$ cat src/include/ctrl_settings.svh
/*
  Pipeline controller settings
  Field widths and the RISC-V exception codes used by the controller
*/
`ifndef CTRL_SETTINGS_SVH
`define CTRL_SETTINGS_SVH

// Interrupt id width, matches the interrupt controller
`define CTRL_IRQ_ID_W 5
// mcause exception code width
`define CTRL_EXC_CODE_W 8

// Exception codes as written to mcause
`define CTRL_EXC_INSTR_FAULT 8'h01
`define CTRL_EXC_ILLEGAL_INSN 8'h02
`define CTRL_EXC_BREAKPOINT 8'h03
`define CTRL_EXC_LOAD_FAULT 8'h05
`define CTRL_EXC_STORE_FAULT 8'h07
`define CTRL_EXC_ECALL_MMODE 8'h0B

`endif
$ cat src/ctrl_pkg.sv
/*
  Controller package
  States, PC selects, cause codes and the packed structs
  that travel between the controller blocks
*/
`include "ctrl_settings.svh"

package ctrl_pkg;

  ////////////////////////////////////////
  // Enumerations
  ////////////////////////////////////////

  // Main controller states
  typedef enum logic [2:0] {
    RESET,
    BOOT_SET,
    FUNCTIONAL,
    SLEEP,
    DEBUG_TAKEN
  } ctrl_state_e;

  // PC source select towards IF
  typedef enum logic [3:0] {
    PC_BOOT,
    PC_JUMP,
    PC_BRANCH,
    PC_TRAP_EXC,
    PC_TRAP_IRQ,
    PC_TRAP_DBD,
    PC_TRAP_DBE,
    PC_DRET,
    PC_FENCEI
  } pc_mux_e;

  // Synchronous exception causes
  typedef enum logic [`CTRL_EXC_CODE_W-1:0] {
    INSTR_FAULT  = `CTRL_EXC_INSTR_FAULT,
    ILLEGAL_INSN = `CTRL_EXC_ILLEGAL_INSN,
    BREAKPOINT   = `CTRL_EXC_BREAKPOINT,
    LOAD_FAULT   = `CTRL_EXC_LOAD_FAULT,
    STORE_FAULT  = `CTRL_EXC_STORE_FAULT,
    ECALL_MMODE  = `CTRL_EXC_ECALL_MMODE
  } exc_cause_e;

  // Protection status reported by the LSU in WB
  typedef enum logic [1:0] {
    MPU_OK       = 2'b00,
    MPU_RE_FAULT = 2'b01,
    MPU_WR_FAULT = 2'b10
  } mpu_status_e;

  // Debug run status, one-hot
  typedef enum logic [2:0] {
    HAVERESET = 3'b001,
    RUNNING   = 3'b010,
    HALTED    = 3'b100
  } debug_state_e;

  ////////////////////////////////////////
  // Structs
  ////////////////////////////////////////

  // Instruction sitting in writeback
  typedef struct packed {
    logic instr_valid;
    logic instr_fault;
    logic illegal;
    logic ecall;
    logic ebreak;
    logic wfi;
    logic fencei;
    logic dret;
  } wb_pipe_t;

  // ID stage hazards
  typedef struct packed {
    logic jr_stall;
    logic load_stall;
    logic csr_stall;
  } stall_t;

  // Qualified writeback events
  typedef struct packed {
    logic       exception;
    exc_cause_e exc_code;
    logic       wfi;
    logic       fencei;
    logic       dret;
  } wb_event_t;

  // Trap decision from the arbiter
  typedef struct packed {
    logic                      take_irq;
    logic                      take_debug;
    logic                      hold_id;
    logic [`CTRL_IRQ_ID_W-1:0] irq_id;
    logic                      wake;
  } trap_req_t;

  // mcause value
  typedef struct packed {
    logic                        interrupt;
    logic [`CTRL_EXC_CODE_W-1:0] exception_code;
  } cause_t;

  // Everything the controller hands to the pipeline
  typedef struct packed {
    logic    instr_req;
    logic    ctrl_busy;
    logic    pc_set;
    pc_mux_e pc_mux;
    logic    kill_if;
    logic    kill_id;
    logic    kill_ex;
    logic    kill_wb;
    logic    halt_if;
    logic    halt_id;
    logic    halt_ex;
    logic    halt_wb;
    logic    irq_ack;
    logic    dbg_ack;
    logic    csr_save_cause;
    cause_t  csr_cause;
    logic    debug_mode;
  } ctrl_out_t;

endpackage

$ cat src/ctrl_top.sv
/*
  Pipeline controller top
  Connects the WB decoder, trap arbiter, main FSM,
  fence.i handshake and debug status tracker
*/
`timescale 1ns/1ps

`include "ctrl_settings.svh"

module ctrl_top (
  input  logic                      clk,
  input  logic                      rst_n,
  input  logic                      fetch_enable_i,
  input  ctrl_pkg::wb_pipe_t        wb_pipe_i,
  input  ctrl_pkg::mpu_status_e     lsu_status_i,
  input  ctrl_pkg::stall_t          stall_i,
  input  logic                      jump_id_i,
  input  logic                      branch_ex_i,
  input  logic                      if_issue_i,
  input  logic                      lsu_busy_i,
  input  logic                      lsu_interruptible_i,
  input  logic                      irq_req_i,
  input  logic [`CTRL_IRQ_ID_W-1:0] irq_id_i,
  input  logic                      irq_wu_i,
  input  logic                      debug_req_i,
  input  logic                      fencei_flush_ack_i,
  output ctrl_pkg::ctrl_out_t       ctrl_o,
  output logic                      fencei_flush_req_o,
  output ctrl_pkg::debug_state_e    debug_status_o
);

  ctrl_pkg::wb_event_t wb_event;
  ctrl_pkg::trap_req_t trap_req;
  logic                fencei_start;
  logic                fencei_done;
  logic                fencei_ongoing;
  logic                debug_mode_next;
  logic                boot;

  ////////////////////////////////////////
  // Decision stages
  ////////////////////////////////////////

  ctrl_wb_decode i_wb_decode (
    .wb_pipe_i    (wb_pipe_i),
    .lsu_status_i (lsu_status_i),
    .wb_event_o   (wb_event)
  );

  ctrl_trap_arbiter i_trap_arbiter (
    .clk                 (clk),
    .rst_n               (rst_n),
    .debug_req_i         (debug_req_i),
    .irq_req_i           (irq_req_i),
    .irq_id_i            (irq_id_i),
    .irq_wu_i            (irq_wu_i),
    .lsu_interruptible_i (lsu_interruptible_i),
    .fencei_ongoing_i    (fencei_ongoing),
    .debug_mode_i        (ctrl_o.debug_mode),
    .trap_req_o          (trap_req)
  );

  // Flush handshake towards the instruction cache
  ctrl_fencei i_fencei (
    .clk         (clk),
    .rst_n       (rst_n),
    .start_i     (fencei_start),
    .lsu_busy_i  (lsu_busy_i),
    .flush_ack_i (fencei_flush_ack_i),
    .flush_req_o (fencei_flush_req_o),
    .done_o      (fencei_done),
    .ongoing_o   (fencei_ongoing)
  );

  ctrl_main_fsm i_main_fsm (
    .clk               (clk),
    .rst_n             (rst_n),
    .fetch_enable_i    (fetch_enable_i),
    .wb_event_i        (wb_event),
    .trap_req_i        (trap_req),
    .stall_i           (stall_i),
    .jump_id_i         (jump_id_i),
    .branch_ex_i       (branch_ex_i),
    .if_issue_i        (if_issue_i),
    .fencei_done_i     (fencei_done),
    .ctrl_o            (ctrl_o),
    .fencei_start_o    (fencei_start),
    .debug_mode_next_o (debug_mode_next),
    .boot_o            (boot)
  );

  ctrl_debug_status i_debug_status (
    .clk               (clk),
    .rst_n             (rst_n),
    .debug_mode_next_i (debug_mode_next),
    .boot_i            (boot),
    .status_o          (debug_status_o)
  );

endmodule

$ cat src/ctrl_debug_status.sv
/*
  Debug run status
  One-hot havereset/running/halted as seen by the debug module
*/
`timescale 1ns/1ps

module ctrl_debug_status (
  input  logic                   clk,
  input  logic                   rst_n,
  input  logic                   debug_mode_next_i,
  input  logic                   boot_i,
  output ctrl_pkg::debug_state_e status_o
);

  ctrl_pkg::debug_state_e status_n;

  always_comb begin
    status_n = status_o;
    unique case (status_o)
      // Debug entry before boot goes straight to halted
      ctrl_pkg::HAVERESET: begin
        if (debug_mode_next_i) begin
          status_n = ctrl_pkg::HALTED;
        end else if (boot_i) begin
          status_n = ctrl_pkg::RUNNING;
        end
      end
      ctrl_pkg::RUNNING: begin
        if (debug_mode_next_i) begin
          status_n = ctrl_pkg::HALTED;
        end
      end
      ctrl_pkg::HALTED: begin
        if (!debug_mode_next_i) begin
          status_n = ctrl_pkg::RUNNING;
        end
      end
      default: status_n = ctrl_pkg::HAVERESET;
    endcase
  end

  always_ff @(posedge clk, negedge rst_n) begin
    if (!rst_n) begin
      status_o <= ctrl_pkg::HAVERESET;
    end else begin
      status_o <= status_n;
    end
  end

endmodule

$ cat src/ctrl_main_fsm.sv
/*
  Main controller FSM
  Sequences boot, traps, debug entry, sleep, fence.i and
  redirects, and drives the kill, halt and PC controls
*/
`timescale 1ns/1ps

`include "ctrl_settings.svh"

module ctrl_main_fsm (
  input  logic                clk,
  input  logic                rst_n,
  input  logic                fetch_enable_i,
  input  ctrl_pkg::wb_event_t wb_event_i,
  input  ctrl_pkg::trap_req_t trap_req_i,
  input  ctrl_pkg::stall_t    stall_i,
  input  logic                jump_id_i,
  input  logic                branch_ex_i,
  input  logic                if_issue_i,
  input  logic                fencei_done_i,
  output ctrl_pkg::ctrl_out_t ctrl_o,
  output logic                fencei_start_o,
  output logic                debug_mode_next_o,
  output logic                boot_o
);

  ctrl_pkg::ctrl_state_e state_q;
  ctrl_pkg::ctrl_state_e state_n;
  logic                  debug_mode_q;
  logic                  branch_taken_q;
  logic                  branch_taken_n;
  logic                  jump_taken;
  logic                  branch_taken;

  // Redirects fire once per target until IF issues again
  assign jump_taken   = jump_id_i && !stall_i.jr_stall && !branch_taken_q;
  assign branch_taken = branch_ex_i && !branch_taken_q;

  ////////////////////////////////////////
  // Next state and outputs
  ////////////////////////////////////////
  always_comb begin
    state_n           = state_q;
    debug_mode_next_o = debug_mode_q;
    branch_taken_n    = branch_taken_q;
    fencei_start_o    = 1'b0;
    ctrl_o            = '0;
    ctrl_o.instr_req  = 1'b1;
    ctrl_o.ctrl_busy  = 1'b1;
    ctrl_o.pc_mux     = ctrl_pkg::PC_BOOT;
    // Hazards, or a trap waiting on the LSU
    ctrl_o.halt_id    = (|stall_i) || trap_req_i.hold_id;
    ctrl_o.debug_mode = debug_mode_q;

    unique case (state_q)
      ctrl_pkg::RESET: begin
        ctrl_o.instr_req = 1'b0;
        if (fetch_enable_i) begin
          state_n = ctrl_pkg::BOOT_SET;
        end
      end
      // Separate cycle keeps fetch_enable_i off the fetch path
      ctrl_pkg::BOOT_SET: begin
        ctrl_o.pc_set = 1'b1;
        state_n       = ctrl_pkg::FUNCTIONAL;
      end
      ctrl_pkg::FUNCTIONAL: begin
        if (trap_req_i.take_debug) begin
          // Freeze everything, kill happens in DEBUG_TAKEN
          ctrl_o.halt_if = 1'b1;
          ctrl_o.halt_id = 1'b1;
          ctrl_o.halt_ex = 1'b1;
          ctrl_o.halt_wb = 1'b1;
          state_n        = ctrl_pkg::DEBUG_TAKEN;
        end else if (trap_req_i.take_irq) begin
          ctrl_o.kill_if = 1'b1;
          ctrl_o.kill_id = 1'b1;
          ctrl_o.kill_ex = 1'b1;
          ctrl_o.kill_wb = 1'b1;
          ctrl_o.pc_set  = 1'b1;
          ctrl_o.pc_mux  = ctrl_pkg::PC_TRAP_IRQ;
          ctrl_o.irq_ack = 1'b1;
          ctrl_o.csr_save_cause           = 1'b1;
          ctrl_o.csr_cause.interrupt      = 1'b1;
          ctrl_o.csr_cause.exception_code =
            {{(`CTRL_EXC_CODE_W - `CTRL_IRQ_ID_W){1'b0}}, trap_req_i.irq_id};
        end else if (wb_event_i.exception) begin
          // WB write enables are already suppressed
          ctrl_o.kill_if = 1'b1;
          ctrl_o.kill_id = 1'b1;
          ctrl_o.kill_ex = 1'b1;
          ctrl_o.pc_set  = 1'b1;
          ctrl_o.pc_mux  = debug_mode_q ? ctrl_pkg::PC_TRAP_DBE : ctrl_pkg::PC_TRAP_EXC;
          // No CSR update inside debug mode
          ctrl_o.csr_save_cause           = !debug_mode_q;
          ctrl_o.csr_cause.exception_code = wb_event_i.exc_code;
        end else if (wb_event_i.wfi) begin
          ctrl_o.halt_if   = 1'b1;
          ctrl_o.halt_id   = 1'b1;
          ctrl_o.instr_req = 1'b0;
          state_n          = ctrl_pkg::SLEEP;
        end else if (wb_event_i.fencei) begin
          ctrl_o.kill_if = 1'b1;
          ctrl_o.kill_id = 1'b1;
          ctrl_o.kill_ex = 1'b1;
          if (fencei_done_i) begin
            // Handshake complete, refetch after the fence.i
            ctrl_o.pc_set = 1'b1;
            ctrl_o.pc_mux = ctrl_pkg::PC_FENCEI;
          end else begin
            // Back-pressure while the flush runs
            ctrl_o.halt_wb = 1'b1;
            fencei_start_o = 1'b1;
          end
        end else if (wb_event_i.dret) begin
          ctrl_o.kill_if    = 1'b1;
          ctrl_o.kill_id    = 1'b1;
          ctrl_o.kill_ex    = 1'b1;
          ctrl_o.pc_set     = 1'b1;
          ctrl_o.pc_mux     = ctrl_pkg::PC_DRET;
          debug_mode_next_o = 1'b0;
        end else if (branch_taken) begin
          ctrl_o.kill_if = 1'b1;
          ctrl_o.kill_id = 1'b1;
          ctrl_o.pc_set  = 1'b1;
          ctrl_o.pc_mux  = ctrl_pkg::PC_BRANCH;
          branch_taken_n = 1'b1;
        end else if (jump_taken) begin
          ctrl_o.kill_if = 1'b1;
          ctrl_o.pc_set  = 1'b1;
          ctrl_o.pc_mux  = ctrl_pkg::PC_JUMP;
          branch_taken_n = 1'b1;
        end
      end
      ctrl_pkg::SLEEP: begin
        ctrl_o.ctrl_busy = 1'b0;
        ctrl_o.instr_req = 1'b0;
        ctrl_o.halt_wb   = 1'b1;
        if (trap_req_i.wake) begin
          ctrl_o.ctrl_busy = 1'b1;
          state_n          = ctrl_pkg::FUNCTIONAL;
        end
      end
      ctrl_pkg::DEBUG_TAKEN: begin
        ctrl_o.dbg_ack    = 1'b1;
        ctrl_o.pc_set     = 1'b1;
        ctrl_o.pc_mux     = ctrl_pkg::PC_TRAP_DBD;
        ctrl_o.kill_if    = 1'b1;
        ctrl_o.kill_id    = 1'b1;
        ctrl_o.kill_ex    = 1'b1;
        ctrl_o.kill_wb    = 1'b1;
        debug_mode_next_o = 1'b1;
        state_n           = ctrl_pkg::FUNCTIONAL;
      end
      default: begin
        ctrl_o.instr_req = 1'b0;
        state_n          = ctrl_pkg::RESET;
      end
    endcase

    // New instruction out of IF rearms redirects
    if (branch_taken_q && if_issue_i) begin
      branch_taken_n = 1'b0;
    end
  end

  // Leaving RESET, watched by the debug status tracker
  assign boot_o = (state_q == ctrl_pkg::RESET) && (state_n == ctrl_pkg::BOOT_SET);

  always_ff @(posedge clk, negedge rst_n) begin
    if (!rst_n) begin
      state_q        <= ctrl_pkg::RESET;
      debug_mode_q   <= 1'b0;
      branch_taken_q <= 1'b0;
    end else begin
      state_q        <= state_n;
      debug_mode_q   <= debug_mode_next_o;
      branch_taken_q <= branch_taken_n;
    end
  end

endmodule

$ cat src/ctrl_fencei.sv
/*
  Fence.i flush handshake
  Request flop towards the cache plus a registered
  request-and-acknowledge flop that marks completion
*/
`timescale 1ns/1ps

module ctrl_fencei (
  input  logic clk,
  input  logic rst_n,
  input  logic start_i,
  input  logic lsu_busy_i,
  input  logic flush_ack_i,
  output logic flush_req_o,
  output logic done_o,
  output logic ongoing_o
);

  logic handshake;

  assign handshake = flush_req_o && flush_ack_i;

  always_ff @(posedge clk, negedge rst_n) begin
    if (!rst_n) begin
      flush_req_o <= 1'b0;
      done_o      <= 1'b0;
    end else begin
      // Ack only counts while the request is up
      done_o <= handshake;
      // Clear wins over a new start in the same cycle
      if (handshake) begin
        flush_req_o <= 1'b0;
      end else if (start_i && !lsu_busy_i) begin
        flush_req_o <= 1'b1;
      end
    end
  end

  // Blocks traps until the fence.i retires
  assign ongoing_o = flush_req_o || done_o;

endmodule

$ cat src/ctrl_trap_arbiter.sv
/*
  Trap arbiter
  Keeps the sticky external debug request and decides whether
  a debug entry or an interrupt may be taken this cycle
*/
`timescale 1ns/1ps

`include "ctrl_settings.svh"

module ctrl_trap_arbiter (
  input  logic                      clk,
  input  logic                      rst_n,
  input  logic                      debug_req_i,
  input  logic                      irq_req_i,
  input  logic [`CTRL_IRQ_ID_W-1:0] irq_id_i,
  input  logic                      irq_wu_i,
  input  logic                      lsu_interruptible_i,
  input  logic                      fencei_ongoing_i,
  input  logic                      debug_mode_i,
  output ctrl_pkg::trap_req_t       trap_req_o
);

  logic debug_req_q;
  logic pending_debug;
  logic pending_irq;
  logic trap_allowed;

  // Sticky request, a single-cycle pulse is never lost
  always_ff @(posedge clk, negedge rst_n) begin
    if (!rst_n) begin
      debug_req_q <= 1'b0;
    end else if (debug_req_i) begin
      debug_req_q <= 1'b1;
    end else if (debug_mode_i) begin
      debug_req_q <= 1'b0;
    end
  end

  // Both sources are masked once in debug mode
  assign pending_debug = (debug_req_i || debug_req_q) && !debug_mode_i;
  assign pending_irq   = irq_req_i && !debug_mode_i;

  // LSU must be killable and any fence.i handshake must finish first
  assign trap_allowed = lsu_interruptible_i && !fencei_ongoing_i;

  // Debug ranks above interrupts
  assign trap_req_o.take_debug = pending_debug && trap_allowed;
  assign trap_req_o.take_irq   = pending_irq && trap_allowed && !pending_debug;

  // Stall ID so an interruptible bubble forms in WB
  assign trap_req_o.hold_id = (pending_debug || pending_irq) && !trap_allowed;

  assign trap_req_o.irq_id = irq_id_i;
  assign trap_req_o.wake   = irq_wu_i || debug_mode_i;

endmodule

$ cat src/ctrl_wb_decode.sv
/*
  Writeback decoder
  Turns the instruction in WB into qualified events and picks
  the exception cause by fixed priority
*/
`timescale 1ns/1ps

module ctrl_wb_decode (
  input  ctrl_pkg::wb_pipe_t    wb_pipe_i,
  input  ctrl_pkg::mpu_status_e lsu_status_i,
  output ctrl_pkg::wb_event_t   wb_event_o
);

  logic lsu_fault;
  logic any_fault;

  // Load or store blocked by the MPU
  assign lsu_fault = (lsu_status_i != ctrl_pkg::MPU_OK);

  // Every source of a synchronous trap
  assign any_fault = wb_pipe_i.instr_fault || wb_pipe_i.illegal || wb_pipe_i.ecall ||
                     wb_pipe_i.ebreak || lsu_fault;

  ////////////////////////////////////////
  // Event qualification
  ////////////////////////////////////////

  assign wb_event_o.exception = any_fault && wb_pipe_i.instr_valid;
  assign wb_event_o.wfi       = wb_pipe_i.wfi && wb_pipe_i.instr_valid;
  assign wb_event_o.fencei    = wb_pipe_i.fencei && wb_pipe_i.instr_valid;
  assign wb_event_o.dret      = wb_pipe_i.dret && wb_pipe_i.instr_valid;

  // Cause priority, fetch side first
  // Store fault wins over load fault
  assign wb_event_o.exc_code =
    wb_pipe_i.instr_fault            ? ctrl_pkg::INSTR_FAULT  :
    wb_pipe_i.illegal                ? ctrl_pkg::ILLEGAL_INSN :
    wb_pipe_i.ecall                  ? ctrl_pkg::ECALL_MMODE  :
    wb_pipe_i.ebreak                 ? ctrl_pkg::BREAKPOINT   :
    (lsu_status_i == ctrl_pkg::MPU_WR_FAULT) ? ctrl_pkg::STORE_FAULT :
    ctrl_pkg::LOAD_FAULT;

endmodule

$ cat config.mk
export PLATFORM = sky130hd
export DESIGN_NAME = ctrl_top
export DESIGN_NICKNAME = d
export VERILOG_FILES = /design/src/ctrl_pkg.sv /design/src/ctrl_top.sv /design/src/ctrl_debug_status.sv /design/src/ctrl_main_fsm.sv /design/src/ctrl_fencei.sv /design/src/ctrl_trap_arbiter.sv /design/src/ctrl_wb_decode.sv
export VERILOG_INCLUDE_DIRS = /design/src /design/src/include
export SDC_FILE = /design/constraint.sdc
export NUM_CORES = 1
export LEC_CHECK = 0
export BUFFER_PORTS_ARGS = -buffer_cell sky130_fd_sc_hd__buf_2
export CAP_MARGIN = 20
export CORE_AREA = 2 2 51 58
export CTS_CLUSTER_SIZE = 12
export DETAILED_ROUTE_END_ITERATION = 10
export DIE_AREA = 0 0 53 60
export HOLD_SLACK_MARGIN = 0.06
export PLACE_DENSITY = 0.84
export SKIP_LAST_GASP = 1
export SLEW_MARGIN = 20
export SYNTH_ARGS = -nofsm -noshare
export SYNTH_HDL_FRONTEND = slang
export SYNTH_SLANG_ARGS = --single-unit
export TNS_END_PERCENT = 10
$ cat constraint.sdc
create_clock -name clk -period 2.2 [get_ports clk]
set_clock_uncertainty 0.05 [all_clocks]
set_input_delay 0.11 -clock clk [delete_from_list [all_inputs] [get_ports clk]]
set_output_delay 0.11 -clock clk [all_outputs]
set_load 0.01 [all_outputs]
Yosys cells after proc, flatten, opt, wreduce, memory -nomap -nowiden
Cells that the tools add are included.
Cells by class
  reduce and logical (&&, ||, !) cells: 44
  eq/ne operators: 18
  muxes and demuxes: 84
Operator list (number)
  $mux 8: 10
  $mux 1: 43
  $mux 3: 12
  $mux 10: 2
  $logic_and 1x1->1: 18
  $pmux 8 s2: 1
  $ne 2x2->1 const B: 7
  $mux 6: 2
  $pmux 3 s4: 1
  $mux 2: 5
  $eq 3x1->1 const B: 3
  $eq 3x2->1 const B: 3
  $logic_or 1x1->1: 9
  $mux 9: 1
  $pmux 3 s3: 1
  $pmux 1 s2: 4
  $reduce_and 8->1: 1
  $reduce_bool 2->1: 4
  $logic_not 1->1: 7
  $mux 7: 1
  $eq 3x3->1 const B: 2
  $mux 5: 1
  $logic_not 3->1: 1
  $ne 3x2->1 const B: 1
  other kinds (6): 6
Storage, ports and cells
  output and inout port bits: 32
  word-level logic and storage cells: 153
  input port bits: 30
  register bits: 11

Depth between registers and ports, before layout
Gate-level depths: netlist (run 1).
  depth in word-level cells: 14
  depth in mapped cells: 6
  mapped depth without buffers: 4

Modules after synthesis
A second synthesis (run 1) with hierarchy kept.
Second synthesis, totals
  cell total of the unflattened synthesis: 144
  area total of the unflattened synthesis: 1132.3 um^2
Modules (own cells, without submodules)
  ctrl_main_fsm: instances 1, area an instance 654.4 um^2, seq. area each 125.1 um^2, cells an instance 95
  ctrl_debug_status: instances 1, area an instance 140.1 um^2, seq. area each 76.3 um^2, cells an instance 12
  ctrl_trap_arbiter: instances 1, area an instance 132.6 um^2, seq. area each 25.0 um^2, cells an instance 15
  ctrl_wb_decode: instances 1, area an instance 118.9 um^2, seq. area each 0.0 um^2, cells an instance 16
  ctrl_fencei: instances 1, area an instance 86.3 um^2, seq. area each 50.0 um^2, cells an instance 6

Least setup slack after synthesis (run 1)
Ideal clock, no wire load.
  kind: reg-to-output
  start: reg i_fencei.flush_req_o
  end: out ctrl_o[23] (netlist name)
  stages on the path, launching flop included: 5
  arrival time: 1653 ps
  data required time: 2040 ps
  path buffers: 0
  setup slack: 387 ps
  cells stage by stage: dfrtp_1 > or4b_1 > o21ai_2 > o21ai_1 > o21bai_1
RTL lines
  start: declaration: RTL line ctrl_fencei.sv:14  | output logic flush_req_o,
  start signal: assignment: RTL line ctrl_fencei.sv:25  | flush_req_o <= 1'b0;
  start signal: assignment: RTL line ctrl_fencei.sv:32  | flush_req_o <= 1'b0;
  start signal: assignment: RTL line ctrl_fencei.sv:34  | flush_req_o <= 1'b1;
  end: declaration: RTL line ctrl_top.sv:27  | output ctrl_pkg::ctrl_out_t ctrl_o,

==> results.sh, run 1 <==
export IMPL_cts_buffer_depth=2
export IMPL_die_x_um=53
export IMPL_grt_use_total=0.205
export IMPL_yosysSeqAreaShare=0.260
export IMPL_clk_latency_ps=260
export IMPL_firstDrtPassIters=4
export IMPL_netlist_area_um2=1060
export IMPL_end_kind="output port"
export IMPL_m1WireLength_um=1410
export IMPL_synth_flop_cell="dfrtp_1"
export IMPL_first_global_vias=1119
export IMPL_cts_num_sinks=11
export IMPL_maxSlewHeadroom=0.644
export IMPL_worst_path_largest_cell_delay_ps=630
export IMPL_drive_gt1_frac=0.370
export IMPL_die_area_um2=3180
export IMPL_synth_warnings=0
export IMPL_crit_path_max_fanout=7
export IMPL_antenna_found_initial=0
export IMPL_grt_ovfl_total=0
export IMPL_async_flop_share=1.00
export IMPL_wl_met2_um=1500
export IMPL_power_density_nw_per_um2=686
export IMPL_wl_met3_um=221
export IMPL_tightest_slew_ps=527
export IMPL_setup_violations=0
export IMPL_synthTopCellsByArea="dfrtp_1, o21ai_0, nand2b_1"
export IMPL_gp_congestion=0.875
export IMPL_hold_viol=0
export IMPL_grt_max_degree=13
export IMPL_root_buffer="clkbuf_4"
export IMPL_peakVddDrop_mv=0.516
export IMPL_numPortBuffers=58
export IMPL_die_y_um=60
export IMPL_routed_top_layer="met4"
export IMPL_via_count=1281
export IMPL_crit_chain="or4b_4 > o21ai_4 > o21ai_1 > o21bai_1 > buf_2"
export IMPL_wl_um=3170
export IMPL_antenna_cells=0
export IMPL_worst_hold_slack_ps=187
export IMPL_crit_arrival_ps=2030
export IMPL_cp_slowest_cell="or4b_4"
export IMPL_dpl_cell_area_um2=1360
export IMPL_synth_most_common_cell="o21ai_0"
export IMPL_final_fill_count=262
export IMPL_start_util=0.404
export IMPL_drv_slew=0
export IMPL_synth_edf_count=0
export IMPL_fin_crit_sh=0.996
export IMPL_tritoncts="yes"
export IMPL_fin_crit_ps=2190
export IMPL_rows=20
export IMPL_drc=0
export IMPL_path_class="register to output port"
export IMPL_synth_common_cells="o21ai_0, nand2_1, nor2_1"
export IMPL_numCtsBuffers=3
export IMPL_finalInstanceArea_um2=1480
export IMPL_synth_top_area_frac=0.236
export IMPL_grt_setup_unrepaired="yes"
export IMPL_status="finished, final reports clean"
export IMPL_synth_area_per_cell_um2=7.70
export IMPL_synth_cells=138
export IMPL_finalNetCount=231
export IMPL_hp_class="primary input to register"
export IMPL_hpwl_um=2470
export IMPL_syn2layout_area_growth_pct=38.9
export IMPL_required_ps=2040
export IMPL_startpoint_type="register"
export IMPL_p_leak_uw=0.000719
export IMPL_wl_per_cell_um=13.6
export IMPL_ios=62
export IMPL_postCtsSetupRepairBufs=0
export IMPL_max_freq_ghz=0.456
export IMPL_htree_num_levels=1
export IMPL_grt_pass1_wl_um=4920
export IMPL_netlist_top_cell_by_area="dfrtp_1"
export IMPL_ant_nets=0
export IMPL_vias_per_cell=5.50
export IMPL_synth_distinct_cells=45
export IMPL_drt_iter0_markers=45
export IMPL_total_power_uw=1010
export IMPL_path_clk_slew_ps=70
export IMPL_coreArea_um2=2630
export IMPL_drv_cap=0
export IMPL_fin_tns_setup_ps=0
export IMPL_ys_seq_elements=11
==> worst max-delay path: cells and delay by family, from the launching register on <==
family	cells	cell delay, ps
AO/OA/AOI/OAI	3	510
flip-flops	1	490
buffers and inverters	1	140
AND/OR/NAND/NOR	1	630
==> timing repair <==
| action | CTS | global route |
|---|---|---|
| setup endpoints to repair | 6 | 19 |
| gates resized for setup | 3 | 4 |
| gates cloned | 0 | 0 |
| pin swaps | 0 | 0 |
| hold buffers | 5 | 0 |
| endpoints found under the hold margin | 15 | 0 |
==> final cells by class <==
class | instances | area, um2 | share of cell area
flip-flops and latches | 11 | 277 | 0.187
multi-input cells | 117 | 768 | 0.521
inverters | 4 | 15.0 | 0.0102
well taps | 33 | 41.3 | 0.0280
clock buffers | 4 | 26.3 | 0.0178
repair buffers | 64 | 348 | 0.236
==> cells in the final DEF, fill, tap and decap left out, types with 3 or more instances in the layout <==
| master | n |
|---|---|
| nor2_1 | 12 |
| conb_1 | 3 |
| nand3_1 | 5 |
| nor2b_1 | 4 |
| nor3_1 | 3 |
| a22o_1 | 3 |
| inv_1 | 4 |
| a21oi_1 | 7 |
| o41ai_1 | 4 |
| and2_1 | 3 |
| dlygate4sd3_1 | 5 |
| buf_2 | 58 |
| nand2b_1 | 8 |
| dfrtp_1 | 10 |
| o21ai_4 | 3 |
| nand3b_1 | 3 |
| clkbuf_4 | 3 |
| o21ai_0 | 14 |
| nand2_1 | 13 |
==> registers in the layout, summed over array words and instances (netlist names) <==
| name | flops |
|---|---|
| i_main_fsm.state_q | 3 |
| i_main_fsm.branch_taken_q | 1 |
| i_trap_arbiter.debug_req_q | 1 |
| i_debug_status.status_o | 3 |
| i_fencei.done_o | 1 |
| i_fencei.flush_req_o | 1 |
| i_main_fsm.debug_mode_q | 1 |
==> metal layers <==
layer,vias to the layer above,GRT usage
met1,593,0.285
met3,4,0.0200
met4,0,0.0623
met2,48,0.336
met5,-,0
li1,636,-
==> final timing paths <==
check,from,to,slack (ps),depth (start not counted)
min reg2reg,i_trap_arbiter.debug_req_q,i_trap_arbiter.debug_req_q,500,1
max reg2reg,i_main_fsm.state_q[0],i_main_fsm.state_q[0],540,3
min in group asynchronous,rst_n,i_trap_arbiter.debug_req_q,220,2
max,i_main_fsm.debug_mode_q,ctrl_o[23],8,5
max in group asynchronous,rst_n,i_debug_status.status_o[0],1610,2
min,wb_pipe_i[2],i_main_fsm.state_q[0],190,3
==> cell families after synthesis <==
| group | share of synthesized area |
|---|---|
| AOI/OAI and AO/OA | 0.322 |
| xor gates and xnor gates | 0.0165 |
| buffers and inverters | 0.0601 |
| DFF | 0.260 |
| other | 0.00353 |
| and+or+nand+nor | 0.338 |
==> report_power, final <==
group	leakage [uW]	switching (uW)	internal, uW
clock network	0.0000150	69.2	70.1
registers	0.000135	54.4	249
logic	0.000568	308	262
==> metrics by stage <==
step / util / setup slack (ps) / cells
after CTS: 0.554 / -32.7 / 233
after floorplan: - / 387 / 140
after detailed placement: 0.518 / 227 / 224
after global routing: 0.561 / -95.4 / 233
final: 0.561 / 8.28 / 233
after global placement: 0.518 / 284 / 224
(Power assumes the default switching activity.)
==> inputs of run 2 (changes only) <==
--- a/config.mk
+++ b/config.mk
@@ -14,6 +14,7 @@
 export DIE_AREA = 0 0 53 60
 export HOLD_SLACK_MARGIN = 0.06
 export PLACE_DENSITY = 0.84
+export REMOVE_ABC_BUFFERS = 1
 export SKIP_LAST_GASP = 1
 export SLEW_MARGIN = 20
 export SYNTH_ARGS = -nofsm -noshare
==> results.sh, run 2 (synthesis results as in run 1) <==
export IMPL_hpwl_um=2400
export IMPL_path_clk_slew_ps=60
export IMPL_r2r_setup_slack_ps=540
export IMPL_die_area_um2=3180
export IMPL_wl_per_cell_um=13.4
export IMPL_crit_path_max_fanout=7
export IMPL_drive_gt1_frac=0.379
export IMPL_die_y_um=60
export IMPL_clk_latency_ps=260
export IMPL_reg2reg_from="i_main_fsm.debug_mode_q"
export IMPL_setup_ws_ps=26.4
export IMPL_first_global_vias=1115
export IMPL_tritoncts="yes"
export IMPL_p_leak_uw=0.000707
export IMPL_start_util=0.404
export IMPL_numPortBuffers=58
export IMPL_crit_chain="or4b_4 > o21ai_4 > o21ai_1 > o21bai_1 > buf_2"
export IMPL_via_count=1268
export IMPL_crit_start="i_main_fsm.debug_mode_q"
export IMPL_fin_crit_ps=2170
export IMPL_drv_slew=0
export IMPL_reg_top3="i_debug_status.status_o (3), i_main_fsm.state_q (3)"
export IMPL_max_freq_ghz=0.460
export IMPL_status="finished, final reports clean"
export IMPL_wl_um=3100
export IMPL_layout_commonest_cell="buf_2"
export IMPL_htree_num_levels=1
export IMPL_peakVddDrop_mv=0.688
export IMPL_worst_path_largest_cell_delay_ps=600
export IMPL_rows=20
export IMPL_worstHoldStart="lsu_busy_i"
export IMPL_syn2layout_area_growth_pct=37.2
export IMPL_fin_tns_setup_ps=0
export IMPL_place_ws_ps=244
export IMPL_drc=0
export IMPL_ios=62
export IMPL_gp_congestion=0.866
export IMPL_numCtsBuffers=3
export IMPL_drv_cap=0
export IMPL_antenna_cells=0
export IMPL_cts_buffer_depth=2
export IMPL_crit_arrival_ps=2010
export IMPL_critical_path_top_delay_family="simple AND/OR/NAND/NOR gates"
export IMPL_crit_buf_inv=1
export IMPL_finalNetCount=229
export IMPL_required_ps=2040
export IMPL_maxSlewHeadroom=0.443
export IMPL_end_kind="output port"
export IMPL_path_class="register to output port"
export IMPL_vias_per_cell=5.49
export IMPL_ant_nets=0
export IMPL_setup_violations=0
export IMPL_grt_ovfl_total=0
export IMPL_firstDrtPassIters=4
export IMPL_root_buffer="clkbuf_4"
export IMPL_startpoint_type="register"
export IMPL_die_x_um=53
export IMPL_power_density_nw_per_um2=689
export IMPL_grt_pass1_wl_um=4680
export IMPL_tightest_slew_ps=827
export IMPL_cts_num_sinks=11
export IMPL_grt_max_degree=13
export IMPL_antenna_found_initial=0
export IMPL_cp_slowest_cell="or4b_4"
export IMPL_postCtsSetupRepairBufs=0
export IMPL_fin_crit_sh=0.988
export IMPL_fin_util=0.555
export IMPL_mostFrequentLayoutCells="buf_2, o21ai_0, nand2_1, nor2_1"
export IMPL_hp_class="primary input to register"
export IMPL_hold_viol=0
export IMPL_coreArea_um2=2630
export IMPL_final_fill_count=260
export IMPL_drt_iter0_markers=34
export IMPL_grt_use_total=0.194
-- run 2: stage by stage --
step / area (um2) / hold slack, ps / instances / power [uW]
finish: 1460 / 64.0 / 231 / 1000
detailed placement: 1350 / -62.6 / 223 / 837
CTS: 1430 / 70.9 / 231 / 987
global placement: 1350 / -60.0 / 223 / 828
floorplan: 1020 / -236 / 132 / 639
global route: 1460 / 95.5 / 231 / 1090
-- run 2: worst register-to-register path: stages, from the launching register on --
cell	delay, ps
dfrtp_2	470
nor4b_4	370
o21ai_0	340
a21oi_1	230
o21ai_0	80
-- run 2: where the power goes --
part,internal [uW],total [uW],switching (uW),leakage [uW]
sequential,249,305,55.5,0.000133
clock,70.0,134,63.5,0.0000150
combinational,260,566,306,0.000558
-- run 2: path summary, 6_finish.rpt --
path | end | cells past startpoint
worst min-delay path | i_fencei.flush_req_o | 3
worst max-delay path | ctrl_o[23] | 5
min in group asynchronous | i_debug_status.status_o[1] | 2
worst max register to register | i_main_fsm.state_q[1] | 4
worst min register to register | i_trap_arbiter.debug_req_q | 1
max in group asynchronous | i_debug_status.status_o[0] | 2
-- run 2: routing by layer --
metal	track usage	routed length [um]
met5	0	0
met4	0.0623	28
met3	0.0250	161
met2	0.355	1650
met1	0.232	1250
-- run 2: area by class of cell --
type                       instances  area [um2]  area share
clock buffer                       4        26.3      0.0180
inverter                           4        15.0      0.0103
multi-input combinational        117         766       0.525
sequential                        11         279       0.191
tap                               33        41.3      0.0283
timing repair buffer              62         330       0.227
-- run 2: repair_timing --
action	CTS	global route
gates resized for setup	1	7
hold endpoints to repair	14	0
pin swaps	0	1
hold buffers	4	0
setup endpoints to repair	3	10
==> inputs of run 3 (changes only) <==
--- a/config.mk
+++ b/config.mk
@@ -6,14 +6,15 @@
 export SDC_FILE = /design/constraint.sdc
 export NUM_CORES = 1
 export LEC_CHECK = 0
+export ABC_AREA = 1
 export BUFFER_PORTS_ARGS = -buffer_cell sky130_fd_sc_hd__buf_2
 export CAP_MARGIN = 20
-export CORE_AREA = 2 2 51 58
+export CORE_AREA = 2 2 54 61
 export CTS_CLUSTER_SIZE = 12
 export DETAILED_ROUTE_END_ITERATION = 10
-export DIE_AREA = 0 0 53 60
+export DIE_AREA = 0 0 56 63
 export HOLD_SLACK_MARGIN = 0.06
-export PLACE_DENSITY = 0.84
+export PLACE_DENSITY = 0.8
 export REMOVE_ABC_BUFFERS = 1
 export SKIP_LAST_GASP = 1
 export SLEW_MARGIN = 20
==> constraint.sdc (replaced) <==
create_clock -name clk -period 1.9 [get_ports clk]
set_clock_uncertainty 0.05 [all_clocks]
set_input_delay 0.095 -clock clk [delete_from_list [all_inputs] [get_ports clk]]
set_output_delay 0.095 -clock clk [all_outputs]
set_load 0.01 [all_outputs]
==> results.sh, run 3 <==
export IMPL_ios=62
export IMPL_die_area_um2=3530
export IMPL_final_cells=278
export IMPL_ys_seq_elements=11
export IMPL_netlist_area_um2=1080
export IMPL_path_clk_slew_ps=80
export IMPL_end_kind="output port"
export IMPL_htree_num_levels=1
export IMPL_hpwl_um=2490
export IMPL_synth_top_area_frac=0.231
export IMPL_antenna_cells=0
export IMPL_ant_nets=0
export IMPL_synth_area_per_cell_um2=6.57
export IMPL_wl_per_cell_um=11.7
export IMPL_vias_per_cell=4.88
export IMPL_tritoncts="yes"
export IMPL_synth_edf_count=0
export IMPL_syn2layout_area_growth_pct=51.3
export IMPL_mostFrequentLayoutCells="buf_2, nand2_1, inv_1, nand3_1, buf_4"
export IMPL_dpl_cell_area_um2=1390
export IMPL_reg_top3="i_debug_status.status_o (3), i_main_fsm.state_q (3)"
export IMPL_grt_ovfl_total=0
export IMPL_drive_gt1_frac=0.451
export IMPL_worst_path_largest_cell_delay_ps=400
export IMPL_rows=21
export IMPL_crit_path_max_fanout=6
export IMPL_finalNetCount=275
export IMPL_root_buffer="clkbuf_4"
export IMPL_grt_setup_unrepaired="yes"
export IMPL_start_util=0.368
export IMPL_synthTopCellsByArea="dfrtp_1, nand2_1, inv_1"
export IMPL_finalInstanceArea_um2=1640
export IMPL_drt_iter0_markers=55
export IMPL_coreArea_um2=2940
export IMPL_peakVddDrop_mv=0.495
export IMPL_antenna_found_initial=0
export IMPL_crit_chain="inv_2 > nand3_2 > inv_2 > nand4_4 > buf_6 > nand2_4 > inv_4 > nand3_1 > nand2_1 > buf_2"
export IMPL_yosysSeqAreaShare=0.255
export IMPL_synth_distinct_cells=32
export IMPL_die_x_um=56
export IMPL_firstDrtPassIters=5
export IMPL_fin_crit_ps=1890
export IMPL_startpoint_type="register"
export IMPL_grt_pass1_wl_um=5190
export IMPL_p_leak_uw=0.000944
export IMPL_synth_flop_cell="dfrtp_1"
export IMPL_numCtsBuffers=3
export IMPL_drc=0
export IMPL_netlist_top_cell_by_area="dfrtp_1"
export IMPL_synth_warnings=0
export IMPL_required_ps=1750
export IMPL_synth_cells=165
export IMPL_drv_cap=0
export IMPL_crit_arrival_ps=1750
export IMPL_status="finished, final reports clean"
export IMPL_cp_slowest_cell="dfrtp_1"
export IMPL_cts_buffer_depth=2
export IMPL_wl_um=3250
export IMPL_numPortBuffers=58
export IMPL_clk_latency_ps=270
export IMPL_setup_violations=0
export IMPL_hold_viol=0
export IMPL_async_flop_share=1.00
export IMPL_power_density_nw_per_um2=925
export IMPL_path_common_cell="inv_2"
export IMPL_gp_congestion=0.898
export IMPL_first_global_vias=1265
export IMPL_grt_max_degree=12
export IMPL_die_y_um=63
export IMPL_fin_crit_sh=0.995
export IMPL_layout_commonest_cell="buf_2"
export IMPL_synth_common_cells="nand2_1, inv_1, nand3_1"
export IMPL_placed_cells=254
export IMPL_path_class="register to output port"
export IMPL_drv_slew=0
export IMPL_hp_class="primary input to register"
export IMPL_max_freq_ghz=0.529
export IMPL_cts_num_sinks=11
export IMPL_via_count=1357
export IMPL_grt_use_total=0.181
export IMPL_synth_most_common_cell="nand2_1"
[run 3: cell types whose count changed after synthesis, sizes merged, moves of 4 or more]
| cell | previous run | this run |
|---|---|---|
| nor3 | 3 | 8 |
| nand2 | 13 | 39 |
| inv | 4 | 30 |
| o21ai | 19 | 8 |
| nor2b | 4 | 0 |
| nor2 | 12 | 21 |
| o41ai | 4 | 0 |
| nand2b | 8 | 0 |
| nand3 | 6 | 20 |
[run 3: what timing repair did]
action	4_1_cts	5_1_grt
gates resized for setup	7	6
endpoints found under the setup margin	11	10
cloned	0	0
hold buffers	5	0
pin swaps	5	8
buffers inserted	8	7
hold endpoints to repair	15	0
[run 3: path summary, 6_finish.rpt]
path | cells past startpoint | from | slack [ps] | endpoint
max | 10 | i_fencei.flush_req_o | 10 | ctrl_o[21]
min in group asynchronous | 2 | rst_n | 160 | i_main_fsm.branch_taken_q
max in group asynchronous | 2 | rst_n | 1360 | i_debug_status.status_o[0]
min | 3 | fetch_enable_i | 90 | i_main_fsm.state_q[0]
max reg2reg | 11 | i_main_fsm.state_q[0] | 270 | i_debug_status.status_o[1]
min reg2reg | 1 | i_trap_arbiter.debug_req_q | 510 | i_trap_arbiter.debug_req_q
[run 3: kinds of logic (layout without fill, tap and decap cells)]
group / after synthesis / count (layout) / synth area share
AOI/OAI and AO/OA: 22 / 22 / 0.128
buffers and inverters: 36 / 113 / 0.145
DFF: 11 / 11 / 0.255
other: 1 / 3 / 0.00346
and+or+nand+nor: 95 / 95 / 0.468
[run 3: layout make-up]
| cell class | instances | area [um2] |
|---|---|---|
| fill | 285 | 1300 |
| multi-input combinational | 120 | 684 |
| timing repair buffer | 78 | 482 |
| sequential | 11 | 278 |
| inverter | 31 | 126 |
| tap | 34 | 42.5 |
| clock buffer | 4 | 26.3 |
[run 3: stage by stage]
stage               setup TNS [ps]  hold WS (ps)  power (uW)  setup WS (ps)   util
floorplan                        0          -251         881            317      -
global placement                 0         -74.1        1110            180  0.471
detailed placement               0         -70.7        1130            171  0.471
CTS                          -3.88          91.5        1360          -3.88  0.531
global route                  -528           124        1620           -110  0.557
finish                           0          93.1        1520           9.77  0.557
[run 3: routing by layer]
layer,global-route usage,wire (um)
met1,0.205,1310
met5,0,0
met2,0.346,1740
met4,0.0565,33
met3,0.0186,167
[run 3: critical path: cells and delay by family, from the launching register on]
family | cells | cell delay [ps]
AND/OR/NAND/NOR | 5 | 530
flip-flops | 1 | 400
buffers and inverters | 5 | 550
[run 3: where the power goes]
| group | leakage (uW) | internal (uW) | switching (uW) |
|---|---|---|---|
| Sequential | 0.000136 | 302 | 45.6 |
| Clock | 0.0000150 | 81.4 | 88.4 |
| Combinational | 0.000793 | 447 | 553 |
| Total | 0.000944 | 830 | 687 |
